`src/ossc_out_pkg.sv`:
```
package ossc_out_pkg;

    // Video channel width
    localparam int COLOR_W = 8;
    localparam int RGB_W = 3 * COLOR_W;

    // Resync indicator counter, shortened from the board's 24 bits
    localparam int RESYNC_CTR_W = 12;

    // PWM timing
    localparam int DUTY_W = 4;
    localparam int PWM_STEP_W = 6;
    localparam int PWM_STEP = 1 << PWM_STEP_W;
    localparam int PWM_PERIOD = 15 * PWM_STEP;
    localparam int PWM_CTR_W = $clog2(PWM_PERIOD);
    localparam logic [PWM_CTR_W-1:0] PWM_LAST = PWM_CTR_W'(PWM_PERIOD - 1);

    // OSD palette colours, {r, g, b}
    localparam logic [RGB_W-1:0] OSD_RGB_BLACK = 24'h000000;
    localparam logic [RGB_W-1:0] OSD_RGB_BLUE = 24'h0000ff;
    localparam logic [RGB_W-1:0] OSD_RGB_YELLOW = 24'hffff00;
    localparam logic [RGB_W-1:0] OSD_RGB_WHITE = 24'hffffff;

    typedef enum logic [1:0] {
        osd_black = 2'd0,
        osd_blue = 2'd1,
        osd_yellow = 2'd2,
        osd_white = 2'd3
    } osd_color_e;

    // One pixel with its syncs and data enable
    typedef struct packed {
        logic [COLOR_W-1:0] r;
        logic [COLOR_W-1:0] g;
        logic [COLOR_W-1:0] b;
        logic hsync;
        logic vsync;
        logic de;
    } video_pixel_t;

    // System control word, laid out as on the board
    typedef struct packed {
        logic [7:0] reserved_hi;
        logic [DUTY_W-1:0] led_duty;
        logic [DUTY_W-1:0] fan_duty;
        logic reserved_15;
        logic framelock;
        // Front-end resets, polarities, test pattern and CSC on the board
        logic [5:0] reserved_mid;
        logic capture_sel;
        // Receiver and memory resets on the board
        logic [5:0] reserved_lo;
        logic sys_poweron;
    } sys_ctrl_t;

endpackage
```
`src/ossc_out_top.sv`:
```
`timescale 1ns/10ps

module ossc_out_top (
    input  logic                      pclk_out,
    input  logic                      po_reset_n,
    input  ossc_out_pkg::sys_ctrl_t    sys_ctrl_i,
    input  ossc_out_pkg::video_pixel_t isl_pix_i,
    input  ossc_out_pkg::video_pixel_t hdmirx_pix_i,
    input  logic                      isl_datavalid_i,
    input  logic                      osd_enable_i,
    input  ossc_out_pkg::osd_color_e   osd_color_i,
    input  logic                      resync_strobe_i,
    input  logic                      pll_locked_i,
    output ossc_out_pkg::video_pixel_t hdmitx_pix_o,
    output logic [1:0]                led_o,
    output logic                      fan_pwm_n_o
);

    ossc_out_pkg::video_pixel_t capt_pix;
    logic led_pwm;

    // Video path
    capture_select u_capture_select (
        .pclk_out        (pclk_out),
        .po_reset_n      (po_reset_n),
        .capture_sel_i   (sys_ctrl_i.capture_sel),
        .isl_pix_i       (isl_pix_i),
        .hdmirx_pix_i    (hdmirx_pix_i),
        .isl_datavalid_i (isl_datavalid_i),
        .capt_pix_o      (capt_pix)
    );

    osd_overlay_out u_osd_overlay_out (
        .pclk_out     (pclk_out),
        .po_reset_n   (po_reset_n),
        .pix_i        (capt_pix),
        .osd_enable_i (osd_enable_i),
        .osd_color_i  (osd_color_i),
        .hdmitx_pix_o (hdmitx_pix_o)
    );

    // Board status
    status_led u_status_led (
        .pclk_out        (pclk_out),
        .po_reset_n      (po_reset_n),
        .resync_strobe_i (resync_strobe_i),
        .pll_locked_i    (pll_locked_i),
        .poweron_i       (sys_ctrl_i.sys_poweron),
        .framelock_i     (sys_ctrl_i.framelock),
        .led_pwm_i       (led_pwm),
        .led_o           (led_o)
    );

    fan_led_pwm u_fan_led_pwm (
        .pclk_out    (pclk_out),
        .po_reset_n  (po_reset_n),
        .fan_duty_i  (sys_ctrl_i.fan_duty),
        .led_duty_i  (sys_ctrl_i.led_duty),
        .poweron_i   (sys_ctrl_i.sys_poweron),
        .fan_pwm_n_o (fan_pwm_n_o),
        .led_pwm_o   (led_pwm)
    );

endmodule

```
`src/fan_led_pwm.sv`:
```
`timescale 1ns/10ps

module fan_led_pwm (
    input  logic                            pclk_out,
    input  logic                            po_reset_n,
    input  logic [ossc_out_pkg::DUTY_W-1:0] fan_duty_i,
    input  logic [ossc_out_pkg::DUTY_W-1:0] led_duty_i,
    input  logic                            poweron_i,
    output logic                            fan_pwm_n_o,
    output logic                            led_pwm_o
);

    logic [ossc_out_pkg::PWM_CTR_W-1:0] pwm_ctr;
    logic [ossc_out_pkg::DUTY_W-1:0] pwm_step_idx;

    // Shared period counter
    always_ff @(posedge pclk_out or negedge po_reset_n) begin
        if (!po_reset_n) begin
            pwm_ctr <= '0;
        end else if (pwm_ctr == ossc_out_pkg::PWM_LAST) begin
            pwm_ctr <= '0;
        end else begin
            pwm_ctr <= pwm_ctr + 1'b1;
        end
    end

    // ctr < duty * step is the same as step index < duty
    assign pwm_step_idx = pwm_ctr[ossc_out_pkg::PWM_CTR_W-1:ossc_out_pkg::PWM_STEP_W];

    always_ff @(posedge pclk_out or negedge po_reset_n) begin
        if (!po_reset_n) begin
            fan_pwm_n_o <= 1'b1;
            led_pwm_o <= 1'b0;
        end else begin
            // Fan driver is active low and only runs when powered on
            fan_pwm_n_o <= ~(poweron_i & (pwm_step_idx < fan_duty_i));
            led_pwm_o <= pwm_step_idx < led_duty_i;
        end
    end

endmodule

```
`src/status_led.sv`:
```
`timescale 1ns/10ps

module status_led (
    input  logic       pclk_out,
    input  logic       po_reset_n,
    input  logic       resync_strobe_i,
    input  logic       pll_locked_i,
    input  logic       poweron_i,
    input  logic       framelock_i,
    input  logic       led_pwm_i,
    output logic [1:0] led_o
);

    logic resync_sync1;
    logic resync_sync2;
    logic resync_prev;
    logic resync_rise;
    logic [ossc_out_pkg::RESYNC_CTR_W-1:0] resync_ctr;
    logic [1:0] led_pattern;

    // Strobe comes from another clock domain
    always_ff @(posedge pclk_out or negedge po_reset_n) begin
        if (!po_reset_n) begin
            resync_sync1 <= 1'b0;
            resync_sync2 <= 1'b0;
            resync_prev <= 1'b0;
            resync_rise <= 1'b0;
        end else begin
            resync_sync1 <= resync_strobe_i;
            resync_sync2 <= resync_sync1;
            resync_prev <= resync_sync2;
            resync_rise <= resync_sync2 & ~resync_prev;
        end
    end

    // Indicator countdown, free-running blink timer in standby
    always_ff @(posedge pclk_out or negedge po_reset_n) begin
        if (!po_reset_n) begin
            resync_ctr <= '0;
        end else if (poweron_i) begin
            if (resync_rise) begin
                resync_ctr <= '1;
            end else if (resync_ctr != '0) begin
                resync_ctr <= resync_ctr - 1'b1;
            end
        end else begin
            if (pll_locked_i) begin
                resync_ctr <= '0;
            end else begin
                resync_ctr <= resync_ctr - 1'b1;
            end
        end
    end

    always_comb begin
        if (poweron_i) begin
            led_pattern = {framelock_i, (resync_ctr != '0)};
        end else begin
            // PLL not locked blink
            led_pattern = {1'b0, ~resync_ctr[ossc_out_pkg::RESYNC_CTR_W-1]};
        end
    end

    assign led_o = {2{led_pwm_i}} & led_pattern;

endmodule

```
`src/osd_overlay_out.sv`:
```
`timescale 1ns/10ps

module osd_overlay_out (
    input  logic                      pclk_out,
    input  logic                      po_reset_n,
    input  ossc_out_pkg::video_pixel_t pix_i,
    input  logic                      osd_enable_i,
    input  ossc_out_pkg::osd_color_e   osd_color_i,
    output ossc_out_pkg::video_pixel_t hdmitx_pix_o
);

    logic [ossc_out_pkg::RGB_W-1:0] osd_rgb;
    ossc_out_pkg::video_pixel_t pix_out;

    // Fixed four-entry palette
    always_comb begin
        case (osd_color_i)
            ossc_out_pkg::osd_black: begin
                osd_rgb = ossc_out_pkg::OSD_RGB_BLACK;
            end
            ossc_out_pkg::osd_blue: begin
                osd_rgb = ossc_out_pkg::OSD_RGB_BLUE;
            end
            ossc_out_pkg::osd_yellow: begin
                osd_rgb = ossc_out_pkg::OSD_RGB_YELLOW;
            end
            default: begin
                osd_rgb = ossc_out_pkg::OSD_RGB_WHITE;
            end
        endcase
    end

    // Overlay stage, syncs and DE pass unchanged
    always_ff @(posedge pclk_out or negedge po_reset_n) begin
        if (!po_reset_n) begin
            pix_out <= '0;
        end else begin
            pix_out <= pix_i;
            if (osd_enable_i) begin
                {pix_out.r, pix_out.g, pix_out.b} <= osd_rgb;
            end
        end
    end

    // Launch register toward the transmitter
    always_ff @(posedge pclk_out or negedge po_reset_n) begin
        if (!po_reset_n) begin
            hdmitx_pix_o <= '0;
        end else begin
            hdmitx_pix_o <= pix_out;
        end
    end

endmodule

```
`src/capture_select.sv`:
```
`timescale 1ns/10ps

module capture_select (
    input  logic                      pclk_out,
    input  logic                      po_reset_n,
    input  logic                      capture_sel_i,
    input  ossc_out_pkg::video_pixel_t isl_pix_i,
    input  ossc_out_pkg::video_pixel_t hdmirx_pix_i,
    input  logic                      isl_datavalid_i,
    output ossc_out_pkg::video_pixel_t capt_pix_o
);

    ossc_out_pkg::video_pixel_t sel_pix;
    logic sel_valid;

    // 0 selects the digitizer, 1 the HDMI receiver
    always_comb begin
        if (capture_sel_i) begin
            sel_pix = hdmirx_pix_i;
        end else begin
            sel_pix = isl_pix_i;
        end

        // HDMI receiver delivers a valid pixel every cycle
        sel_valid = capture_sel_i | isl_datavalid_i;

        sel_pix.de = sel_pix.de & sel_valid;
    end

    always_ff @(posedge pclk_out or negedge po_reset_n) begin
        if (!po_reset_n) begin
            capt_pix_o <= '0;
        end else begin
            capt_pix_o <= sel_pix;
        end
    end

endmodule

```
`config.mk`:
```
export PLATFORM = sky130hd
export DESIGN_NAME = ossc_out_top
export DESIGN_NICKNAME = d
export VERILOG_FILES = /design/src/ossc_out_pkg.sv /design/src/ossc_out_top.sv /design/src/fan_led_pwm.sv /design/src/status_led.sv /design/src/osd_overlay_out.sv /design/src/capture_select.sv
export SDC_FILE = /design/constraint.sdc
export NUM_CORES = 1
export LEC_CHECK = 0
export ABC_AREA = 1
export ABC_CLOCK_PERIOD_IN_PS = 1200
export BUFFER_PORTS_ARGS = -buffer_cell sky130_fd_sc_hd__buf_2
export CORE_ASPECT_RATIO = 0.5
export CORE_MARGIN = 3
export CORE_UTILIZATION = 46
export CTS_BUF_LIST = sky130_fd_sc_hd__clkbuf_2 sky130_fd_sc_hd__clkbuf_4 sky130_fd_sc_hd__clkbuf_8
export DETAILED_ROUTE_END_ITERATION = 10
export HOLD_SLACK_MARGIN = 0.03
export MAX_ROUTING_LAYER = met4
export PLACE_DENSITY = 0.74
export SYNTH_ARGS = -nofsm -noshare
export SYNTH_HDL_FRONTEND = slang
export SYNTH_SLANG_ARGS = --single-unit
export TNS_END_PERCENT = 5
```
`constraint.sdc`:
```
create_clock -name pclk_out -period 1.2 [get_ports pclk_out]
set_input_delay 0.24 -clock pclk_out [delete_from_list [all_inputs] [get_ports pclk_out]]
set_output_delay 0.24 -clock pclk_out [all_outputs]
set_load 0.02 [all_outputs]
```
==> impl_results.html, run 1 <==
<table>
<tr><th>Metric</th><th>Value</th></tr>
<tr><th colspan="2">Status</th></tr>
<tr><td>Result of the run</td><td>complete, but fails checks</td></tr>
<tr><td>Failing checks</td><td>negative setup slack</td></tr>
<tr><th colspan="2">GRT</th></tr>
<tr><td>Maximum number of pins on one net before global-route repair</td><td>50</td></tr>
<tr><td>Sum of overflow across all layers after global routing</td><td>0</td></tr>
<tr><td>Vias in the first global route</td><td>3066</td></tr>
<tr><td>Initial antenna violation count</td><td>0</td></tr>
<tr><td>Global routing usage summed across all routing layers</td><td>17.42%</td></tr>
<tr><td>First-pass GRT wire length</td><td>13.63 mm</td></tr>
<tr><th colspan="2">Drt</th></tr>
<tr><td>Routed WL per cell</td><td>11.96 um</td></tr>
<tr><td>Total iterations of the first detailed-routing run</td><td>4</td></tr>
<tr><td>Via density per instance</td><td>4.540</td></tr>
<tr><td>Initial drt markers</td><td>168</td></tr>
<tr><td>Number of remaining DRC errors</td><td>0</td></tr>
<tr><td>Final WL</td><td>8.063 mm</td></tr>
<tr><td>Number of vias in the routed layout</td><td>3060</td></tr>
<tr><td>Antenna viol nets, final</td><td>0</td></tr>
<tr><th colspan="2">STA</th></tr>
<tr><td>Final-report hold violation count</td><td>0</td></tr>
<tr><td>Final period utilization</td><td>136.7%</td></tr>
<tr><td>Fmax achieved</td><td>0.6094 GHz</td></tr>
<tr><td>Total negative slack</td><td>-2115 ps</td></tr>
<tr><td>Unrepaired setup endpoints after global routing</td><td>yes</td></tr>
<tr><td>Worst Tran Pin Value</td><td>468.5 ps</td></tr>
<tr><td>Slew Limit Fails</td><td>0</td></tr>
<tr><td>Clock period minus worst slack</td><td>1641 ps</td></tr>
<tr><td>Clock skew</td><td>8.947 ps</td></tr>
<tr><td>Max transition margin</td><td>68.72%</td></tr>
<tr><td>Setup violation total in the final timing report</td><td>15</td></tr>
<tr><td>Worst hold slack across all endpoints</td><td>64.91 ps</td></tr>
<tr><td>Worst setup margin</td><td>-440.8 ps</td></tr>
<tr><th colspan="2">Pwr</th></tr>
<tr><td>Design Power</td><td>8.217 mW</td></tr>
<tr><td>Leak Pwr</td><td>2.895 nW</td></tr>
<tr><td>Highest ir drop seen on vdd</td><td>0.8125 mV</td></tr>
<tr><td>Power density over the cells</td><td>1524 mW/mm2</td></tr>
<tr><th colspan="2">Die</th></tr>
<tr><td>Die extent in x</td><td>141.1 um</td></tr>
<tr><td>Core area</td><td>0.008432 mm2</td></tr>
<tr><td>Number of placed I/O pins</td><td>124</td></tr>
<tr><td>Starting density of the core</td><td>49.78%</td></tr>
<tr><td>Die outline area</td><td>0.01038 mm2</td></tr>
<tr><td>Num rows</td><td>23</td></tr>
<tr><td>Height of the chip</td><td>73.55 um</td></tr>
<tr><th colspan="2">Clocking</th></tr>
<tr><td>Clock network latency to the later pin of the worst-skew pair</td><td>360 ps</td></tr>
<tr><td>Total number of H-tree levels</td><td>3</td></tr>
<tr><td>Total CTS buffers</td><td>9</td></tr>
<tr><td>Sinks on Clock Net</td><td>109</td></tr>
<tr><td>Clk slew on worst S/H paths</td><td>100 ps</td></tr>
<tr><td>Clock tree from TritonCTS</td><td>built</td></tr>
<tr><td>CTS Root Cell</td><td>sky130_fd_sc_hd__clkbuf_8</td></tr>
<tr><td>Clock buffer depth</td><td>2</td></tr>
<tr><th colspan="2">Synthesis</th></tr>
<tr><td>Mean post-synth cell area</td><td>9.947 um2</td></tr>
<tr><td>Dominant combinational cell family by area after synthesis</td><td>simple AND/OR/NAND/NOR gates</td></tr>
<tr><td>Sequential-to-total area share from yosys stat</td><td>65.01%</td></tr>
<tr><td>Number of synthesized flops with an enable pin</td><td>0</td></tr>
<tr><td>Multiplexer share of the synthesized area</td><td>0%</td></tr>
<tr><td>Compound-cell area share of the yosys netlist</td><td>6.080%</td></tr>
<tr><td>Warnings from Yosys</td><td>0</td></tr>
<tr><td>Synthesized Nets</td><td>525</td></tr>
<tr><td>Adder-cell share of the synthesized area</td><td>2.683%</td></tr>
<tr><td>Synthesized-area fraction occupied by xor and xnor cells</td><td>1.252%</td></tr>
<tr><td>Syn Inst Count</td><td>422</td></tr>
<tr><td>Number of different library cells in the post-synthesis netlist</td><td>28</td></tr>
<tr><td>Top FF cell, synth</td><td>sky130_fd_sc_hd__dfrtp_1</td></tr>
<tr><td>Fraction of registers with async set/reset</td><td>100.0%</td></tr>
<tr><td>Simple-Gate Fraction of Synth Area</td><td>18.60%</td></tr>
<tr><td>Synthesized area</td><td>0.004198 mm2</td></tr>
<tr><td>Number of synthesized register bits</td><td>109</td></tr>
<tr><th colspan="2">Finish</th></tr>
<tr><td>Growth of design area from synthesis to finish</td><td>28.41%</td></tr>
<tr><td>Fillcell total</td><td>702</td></tr>
<tr><td>Share of final-layout standard cells stronger than drive strength 1</td><td>32.56%</td></tr>
<tr><td>Count of antenna diodes in the layout</td><td>0</td></tr>
<tr><td>Final net count</td><td>660</td></tr>
<tr><td>Number of standard cells in the layout, taps in and fillers out</td><td>674</td></tr>
<tr><td>Share of the core filled with cells</td><td>63.93%</td></tr>
<tr><th colspan="2">Setup path</th></tr>
<tr><td>Arrival time reported for the critical path endpoint</td><td>1400 ps</td></tr>
<tr><td>Data required time at the worst endpoint</td><td>960 ps</td></tr>
<tr><td>Cell chain of the critical path</td><td>inv_2 -&gt; ha_4 -&gt; nand3_4 -&gt; nor2_4 -&gt; a21oi_2 -&gt; buf_4</td></tr>
<tr><td>Critical path peak fanout</td><td>2</td></tr>
<tr><td>Setup crit end kind</td><td>primary output</td></tr>
<tr><td>Critical Path Start Type</td><td>flip-flop</td></tr>
<tr><td>Delay of the slowest cell on the worst path</td><td>410 ps</td></tr>
<tr><td>Highest-delay cell along the critical path</td><td>sky130_fd_sc_hd__dfrtp_1</td></tr>
<tr><td>Kind of critical path</td><td>reg -&gt; out</td></tr>
<tr><th colspan="2">Placed design</th></tr>
<tr><td>Total instance count after detailed placement</td><td>651</td></tr>
<tr><td>Port Buf Inserts</td><td>102</td></tr>
<tr><td>Placed wire-length estimate</td><td>5.662 mm</td></tr>
<tr><td>RePlAce Congestion</td><td>0.8595</td></tr>
<tr><th colspan="2">Flow run</th></tr>
<tr><td>Max-cap violations</td><td>0</td></tr>
<tr><th colspan="2">Min path</th></tr>
<tr><td>Worst min-delay path class</td><td>in -&gt; reg</td></tr>
</table>
==> power by group <==
part | switching, mW | total, mW | internal, mW
Combinational | 1.08 | 1.89 | 0.809
Sequential | 0.176 | 4.22 | 4.04
Clock | 1.22 | 2.11 | 0.888
==> per-stage QoR <==
stage / worst slack, ps / cell area (um2)
floorplan: -58.74 / 4214
global placement: -107.1 / 5030
detailed placement: -155.8 / 5030
CTS: -431.0 / 5321
global route: -517.7 / 5390
finish: -440.8 / 5390
==> critical path: cells and delay by family, from the launching register on <==
| family | cells | cell delay [ps] |
|---|---|---|
| AO/OA/AOI/OAI | 1 | 60 |
| buffers and inverters | 2 | 250 |
| AND/OR/NAND/NOR | 2 | 170 |
| adder cells (fa/ha/maj) | 1 | 150 |
| flip-flops | 1 | 410 |
==> cells by family (layout without fill, tap and decap cells) <==
logic type | after synthesis | count (layout)
and+or+nand+nor | 180 | 180
adders and majority gates | 9 | 9
xor gates and xnor gates | 6 | 6
DFF | 109 | 109
buffers and inverters | 69 | 209
AOI/OAI and AO/OA | 49 | 49
==> cells in the final DEF (no fill, tap or decap), types with 5 or more instances in the layout <==
master / instances
sky130_fd_sc_hd__clkbuf_8: 11
sky130_fd_sc_hd__a21oi_1: 11
sky130_fd_sc_hd__nor2_4: 5
sky130_fd_sc_hd__inv_1: 54
sky130_fd_sc_hd__nand2_2: 6
sky130_fd_sc_hd__buf_2: 99
sky130_fd_sc_hd__nor2_2: 5
sky130_fd_sc_hd__dfrtp_1: 108
sky130_fd_sc_hd__xor2_1: 5
sky130_fd_sc_hd__buf_4: 29
sky130_fd_sc_hd__nand3_1: 12
sky130_fd_sc_hd__ha_1: 6
sky130_fd_sc_hd__nor2_1: 30
sky130_fd_sc_hd__o21ai_0: 28
sky130_fd_sc_hd__nand2_1: 110
sky130_fd_sc_hd__inv_2: 5
==> sequential cells by signal, summed over array words and instances (netlist names) <==
name	cells
u_osd_overlay_out.pix_out	27
u_fan_led_pwm.fan_pwm_n_o	1
u_status_led.resync_prev	1
u_status_led.resync_sync1	1
u_status_led.resync_rise	1
u_osd_overlay_out.hdmitx_pix_o	27
u_status_led.resync_ctr	12
u_fan_led_pwm.pwm_ctr	10
u_fan_led_pwm.led_pwm_o	1
u_status_led.resync_sync2	1
u_capture_select.capt_pix_o	27
==> final timing paths <==
check / start / end / slack [ps] / cells after the start
worst max-delay path: u_status_led.resync_ctr[0]$_DFFE_PN0P_ / led_o[0] / -440 / 6
worst min register to register: u_osd_overlay_out.pix_out[13]$_DFF_PN0_ / u_osd_overlay_out.hdmitx_pix_o[13]$_DFF_PN0_ / 360 / 0
min in group asynchronous: po_reset_n / u_capture_select.capt_pix_o[1]$_DFF_PN0_ / 300 / 2
max in group asynchronous: po_reset_n / u_fan_led_pwm.fan_pwm_n_o$_DFF_PN1_ / 350 / 3
worst max register to register: u_status_led.resync_ctr[0]$_DFFE_PN0P_ / u_status_led.resync_ctr[9]$_DFFE_PN0P_ / -190 / 10
worst min-delay path: isl_pix_i[26] / u_capture_select.capt_pix_o[26]$_DFF_PN0_ / 60 / 3
==> cell usage after synthesis, types with 3 or more instances <==
cell	instances	area [um2]
sky130_fd_sc_hd__nor2_1	31	116.4
sky130_fd_sc_hd__o21ai_0	31	155.2
sky130_fd_sc_hd__clkbuf_1	4	15.01
sky130_fd_sc_hd__inv_1	57	214.0
sky130_fd_sc_hd__dfrtp_1	108	2703
sky130_fd_sc_hd__nand2_1	114	427.9
sky130_fd_sc_hd__a21oi_1	14	70.07
sky130_fd_sc_hd__nor2_2	6	37.54
sky130_fd_sc_hd__nand4_1	3	18.77
sky130_fd_sc_hd__nand2_2	3	18.77
sky130_fd_sc_hd__xor2_1	5	43.79
sky130_fd_sc_hd__nand3_1	13	65.06
sky130_fd_sc_hd__buf_2	4	20.02
sky130_fd_sc_hd__ha_1	9	112.6
sky130_fd_sc_hd__inv_2	3	11.26
sky130_fd_sc_hd__nor2_4	3	33.78
==> per-layer routing <==
metal / vias to the layer above / GRT usage, % / share of wire, %
met5: - / - / 0
met4: 0 / 6.015 / 0.76
met3: 6 / 5.072 / 4.9
met2: 70 / 28.26 / 49
met1: 1419 / 21.29 / 45
li1: 1565 / - / -
==> cell type report <==
type / count / area [um2] / share of cell area [%]
repair buffers: 133 / 784.5 / 14.55
multi-input cells: 244 / 1318 / 24.44
well taps: 112 / 140.1 / 2.600
clock inverters: 5 / 40.04 / 0.7428
inverters: 60 / 227.7 / 4.225
flip-flops and latches: 109 / 2729 / 50.63
clock buffers: 11 / 151.4 / 2.809
==> timing repair <==
action                     in CTS  in global routing
pin swaps                      10                  2
hold endpoints to repair       19                  0
setup endpoints to repair      23                 27
hold buffers                    2                  0
buffers inserted                5                  0
gates resized for setup        11                 17
(Power assumes the default switching activity.)
==> run 2, diff against run 1 <==
--- a/config.mk
+++ b/config.mk
@@ -7,15 +7,15 @@
 export LEC_CHECK = 0
 export ABC_AREA = 1
 export ABC_CLOCK_PERIOD_IN_PS = 1200
-export BUFFER_PORTS_ARGS = -buffer_cell sky130_fd_sc_hd__buf_2
 export CORE_ASPECT_RATIO = 0.5
 export CORE_MARGIN = 3
 export CORE_UTILIZATION = 46
 export CTS_BUF_LIST = sky130_fd_sc_hd__clkbuf_2 sky130_fd_sc_hd__clkbuf_4 sky130_fd_sc_hd__clkbuf_8
 export DETAILED_ROUTE_END_ITERATION = 10
+export DONT_BUFFER_PORTS = 1
 export HOLD_SLACK_MARGIN = 0.03
 export MAX_ROUTING_LAYER = met4
-export PLACE_DENSITY = 0.74
+export PLACE_DENSITY = 0.62
 export SYNTH_ARGS = -nofsm -noshare
 export SYNTH_HDL_FRONTEND = slang
 export SYNTH_SLANG_ARGS = --single-unit
==> run 2 against run 1 <==
Effect of this change:
- the flow finishes with violations (negative hold slack, negative setup slack)
- sequential share of layout area is 0.20 points higher
- sequential power is 3% higher
- register-to-register slack worse by 40 ps
- clock power is 10% higher
- via count is 0.75% lower
- routed wire length is 13% higher
- worst hold slack worse by 500 ps
- non-clock buffer count is 52 lower
- final cell count is 7.6% lower
- flip-flop and latch count stayed put
- setup slack better by 92 ps
==> impl_results.html, run 2 (synthesized netlist as in run 1, its figures left out) <==
<table>
<tr><th>Metric</th><th>Value</th></tr>
<tr><th colspan="2">Clocking</th></tr>
<tr><td>Clock tree from TritonCTS</td><td>built</td></tr>
<tr><td>Total CTS buffers</td><td>9</td></tr>
<tr><td>Sinks on Clock Net</td><td>109</td></tr>
<tr><td>Clock buffer depth</td><td>2</td></tr>
<tr><td>CTS Root Cell</td><td>sky130_fd_sc_hd__clkbuf_8</td></tr>
<tr><td>Number of buffers inserted for hold repair after clock tree synthesis</td><td>59</td></tr>
<tr><td>Clock network latency to the later pin of the worst-skew pair</td><td>360 ps</td></tr>
<tr><td>Clk slew on worst S/H paths</td><td>100 ps</td></tr>
<tr><td>Total number of H-tree levels</td><td>3</td></tr>
<tr><th colspan="2">Die</th></tr>
<tr><td>Die outline area</td><td>0.01038 mm2</td></tr>
<tr><td>Die extent in x</td><td>141.1 um</td></tr>
<tr><td>Number of placed I/O pins</td><td>124</td></tr>
<tr><td>Starting density of the core</td><td>49.78%</td></tr>
<tr><td>Num rows</td><td>23</td></tr>
<tr><td>Core area</td><td>0.008432 mm2</td></tr>
<tr><td>Height of the chip</td><td>73.55 um</td></tr>
<tr><th colspan="2">STA</th></tr>
<tr><td>Fmax achieved</td><td>0.6458 GHz</td></tr>
<tr><td>Setup violation total in the final timing report</td><td>22</td></tr>
<tr><td>Unrepaired setup endpoints after global routing</td><td>yes</td></tr>
<tr><td>Worst setup margin</td><td>-348.5 ps</td></tr>
<tr><td>Clock period minus worst slack</td><td>1548 ps</td></tr>
<tr><td>Worst hold slack across all endpoints</td><td>-438.3 ps</td></tr>
<tr><td>Worst Tran Pin Value</td><td>852.2 ps</td></tr>
<tr><td>Final-report hold violation count</td><td>109</td></tr>
<tr><td>Final period utilization</td><td>129.0%</td></tr>
<tr><td>Max transition margin</td><td>43.18%</td></tr>
<tr><td>Clock skew</td><td>6.503 ps</td></tr>
<tr><td>Slew Limit Fails</td><td>0</td></tr>
<tr><td>Total negative slack</td><td>-2699 ps</td></tr>
<tr><th colspan="2">Pwr</th></tr>
<tr><td>Portion of total power attributed to sequential cells</td><td>52.1%</td></tr>
<tr><td>Design Power</td><td>8.361 mW</td></tr>
<tr><td>P_sw</td><td>2.435 mW</td></tr>
<tr><td>Power density over the cells</td><td>1557 mW/mm2</td></tr>
<tr><td>Highest ir drop seen on vdd</td><td>0.8501 mV</td></tr>
<tr><td>Part of the power in combinational logic</td><td>20.1%</td></tr>
<tr><td>Leak Pwr</td><td>2.722 nW</td></tr>
<tr><td>Internal power</td><td>5.927 mW</td></tr>
<tr><td>Switching part of the total power</td><td>29.12%</td></tr>
<tr><td>Clock network power share</td><td>27.8%</td></tr>
<tr><th colspan="2">GRT</th></tr>
<tr><td>Maximum number of pins on one net before global-route repair</td><td>110</td></tr>
<tr><td>Global routing usage summed across all routing layers</td><td>19.61%</td></tr>
<tr><td>Initial antenna violation count</td><td>0</td></tr>
<tr><td>First-pass GRT wire length</td><td>15.20 mm</td></tr>
<tr><td>Vias in the first global route</td><td>3187</td></tr>
<tr><td>Sum of overflow across all layers after global routing</td><td>0</td></tr>
<tr><th colspan="2">Drt</th></tr>
<tr><td>Initial drt markers</td><td>122</td></tr>
<tr><td>Via density per instance</td><td>4.875</td></tr>
<tr><td>Number of remaining DRC errors</td><td>0</td></tr>
<tr><td>Routed WL per cell</td><td>14.57 um</td></tr>
<tr><td>Antenna viol nets, final</td><td>0</td></tr>
<tr><td>Number of vias in the routed layout</td><td>3037</td></tr>
<tr><td>Final WL</td><td>9.076 mm</td></tr>
<tr><td>Total iterations of the first detailed-routing run</td><td>6</td></tr>
<tr><th colspan="2">Finish</th></tr>
<tr><td>Most common cell after layout, fill and taps aside</td><td>sky130_fd_sc_hd__nand2_1</td></tr>
<tr><td>Area of the multi-input gates</td><td>0.001289 mm2</td></tr>
<tr><td>Share of the core filled with cells</td><td>63.67%</td></tr>
<tr><td>Commonest cells after routing, fill and taps aside</td><td>111 x sky130_fd_sc_hd__nand2_1, 108 x sky130_fd_sc_hd__dfrtp_1, 55 x sky130_fd_sc_hd__inv_1, 55 x sky130_fd_sc_hd__dlygate4sd3_1, 31 x sky130_fd_sc_hd__o21ai_0</td></tr>
<tr><td>Growth of design area from synthesis to finish</td><td>27.90%</td></tr>
<tr><td>Final net count</td><td>609</td></tr>
<tr><td>Count of antenna diodes in the layout</td><td>0</td></tr>
<tr><td>Area of all placed cells without fillers</td><td>0.005369 mm2</td></tr>
<tr><td>Number of standard cells in the layout, taps in and fillers out</td><td>623</td></tr>
<tr><td>Share of final-layout standard cells stronger than drive strength 1</td><td>13.89%</td></tr>
<tr><td>Fillcell total</td><td>644</td></tr>
<tr><td>Sequential cell area</td><td>0.002729 mm2</td></tr>
<tr><td>Top flop regs</td><td>u_capture_select.capt_pix_o x27, u_osd_overlay_out.hdmitx_pix_o x27, u_osd_overlay_out.pix_out x27</td></tr>
<tr><th colspan="2">Setup path</th></tr>
<tr><td>Depth of the worst register-to-register path</td><td>10</td></tr>
<tr><td>Terminus of the critical flop-to-flop path</td><td>u_status_led.resync_ctr[9]$_DFFE_PN0P_</td></tr>
<tr><td>Register-to-register setup slack</td><td>-230 ps</td></tr>
<tr><td>Launch point of the worst reg-to-reg path</td><td>u_status_led.resync_ctr[1]$_DFFE_PN0P_</td></tr>
<tr><td>Data required time at the worst endpoint</td><td>960 ps</td></tr>
<tr><td>Critical path peak fanout</td><td>2</td></tr>
<tr><td>Setup crit end kind</td><td>primary output</td></tr>
<tr><td>Critical Path Start Type</td><td>flip-flop</td></tr>
<tr><td>Kind of critical path</td><td>reg -&gt; out</td></tr>
<tr><td>Arrival time reported for the critical path endpoint</td><td>1310 ps</td></tr>
<tr><th colspan="2">Flow run</th></tr>
<tr><td>Max-cap violations</td><td>0</td></tr>
<tr><th colspan="2">Placed design</th></tr>
<tr><td>Total instance count after detailed placement</td><td>540</td></tr>
<tr><td>Placed wire-length estimate</td><td>5.474 mm</td></tr>
<tr><td>RePlAce Congestion</td><td>0.8480</td></tr>
<tr><td>Port Buf Inserts</td><td>0</td></tr>
<tr><td>Placed cell area</td><td>0.004424 mm2</td></tr>
<tr><td>Pre-CTS setup slack</td><td>-166.1 ps</td></tr>
<tr><th colspan="2">Status</th></tr>
<tr><td>Result of the run</td><td>complete, but fails checks</td></tr>
<tr><td>Failing checks</td><td>negative hold slack, negative setup slack</td></tr>
<tr><th colspan="2">Min path</th></tr>
<tr><td>Worst min-delay path class</td><td>in -&gt; async</td></tr>
</table>
## run 2: final cells by class
class / count / share of cell area (%)
Clock buffer: 11 / 2.820
Inverter: 60 / 4.195
Timing Repair Buffer: 81 / 14.33
Clock inverter: 5 / 1.212
Tap cell: 112 / 2.610
Sequential cell: 109 / 50.83
Multi-Input combinational cell: 245 / 24.00
## run 2: layer usage
metal | part of all wire (%) | global-route usage, % | vias to the layer above | wire length [um]
met1 | 45 | 23.76 | 1450 | 4058
met5 | 0 | - | - | 0
met2 | 47 | 31.52 | 102 | 4286
met4 | 2.4 | 8.163 | 0 | 219
met3 | 5.6 | 5.527 | 20 | 511
li1 | - | - | 1465 | -
## run 2: power groups by stage
stage / combinational, mW / sequential, mW / clock, mW
2_1_floorplan: 0.903 / 4.37 / 0
3_3_place_gp: 1.18 / 4.41 / 0
3_5_place_dp: 1.24 / 4.43 / 0
4_1_cts: 1.57 / 4.36 / 2.40
5_1_grt: 1.87 / 4.40 / 2.55
6_report: 1.68 / 4.36 / 2.32
## run 2: critical path, cell delays in order, from the launching register on
cell                      delay, ps
sky130_fd_sc_hd__dfrtp_1        420
sky130_fd_sc_hd__inv_2          100
sky130_fd_sc_hd__ha_4           150
sky130_fd_sc_hd__nand3_4         70
sky130_fd_sc_hd__nor2_4         120
sky130_fd_sc_hd__a21oi_4         90
## run 2: worst max-delay path by stage
stage,start,slack [ps],endpoint
after floorplan,u_status_led.resync_ctr[0]$_DFFE_PN0P_,-60,u_status_led.resync_ctr[9]$_DFFE_PN0P_
after global placement,u_status_led.resync_ctr[0]$_DFFE_PN0P_,-120,u_status_led.resync_ctr[9]$_DFFE_PN0P_
after detailed placement,u_status_led.resync_ctr[0]$_DFFE_PN0P_,-170,u_status_led.resync_ctr[11]$_DFFE_PN0P_
after CTS,u_status_led.resync_ctr[6]$_DFFE_PN0P_,-400,led_o[0]
after global routing,u_status_led.resync_ctr[8]$_DFFE_PN0P_,-440,led_o[0]
final,u_status_led.resync_ctr[1]$_DFFE_PN0P_,-350,led_o[0]
## run 2: timing repair
action | in CTS | in global routing
gates cloned | 0 | 1
endpoints found under the hold margin | 162 | 109
buffers inserted | 5 | 2
resized for setup | 5 | 15
endpoints found under the setup margin | 23 | 72
pin swaps | 8 | 7
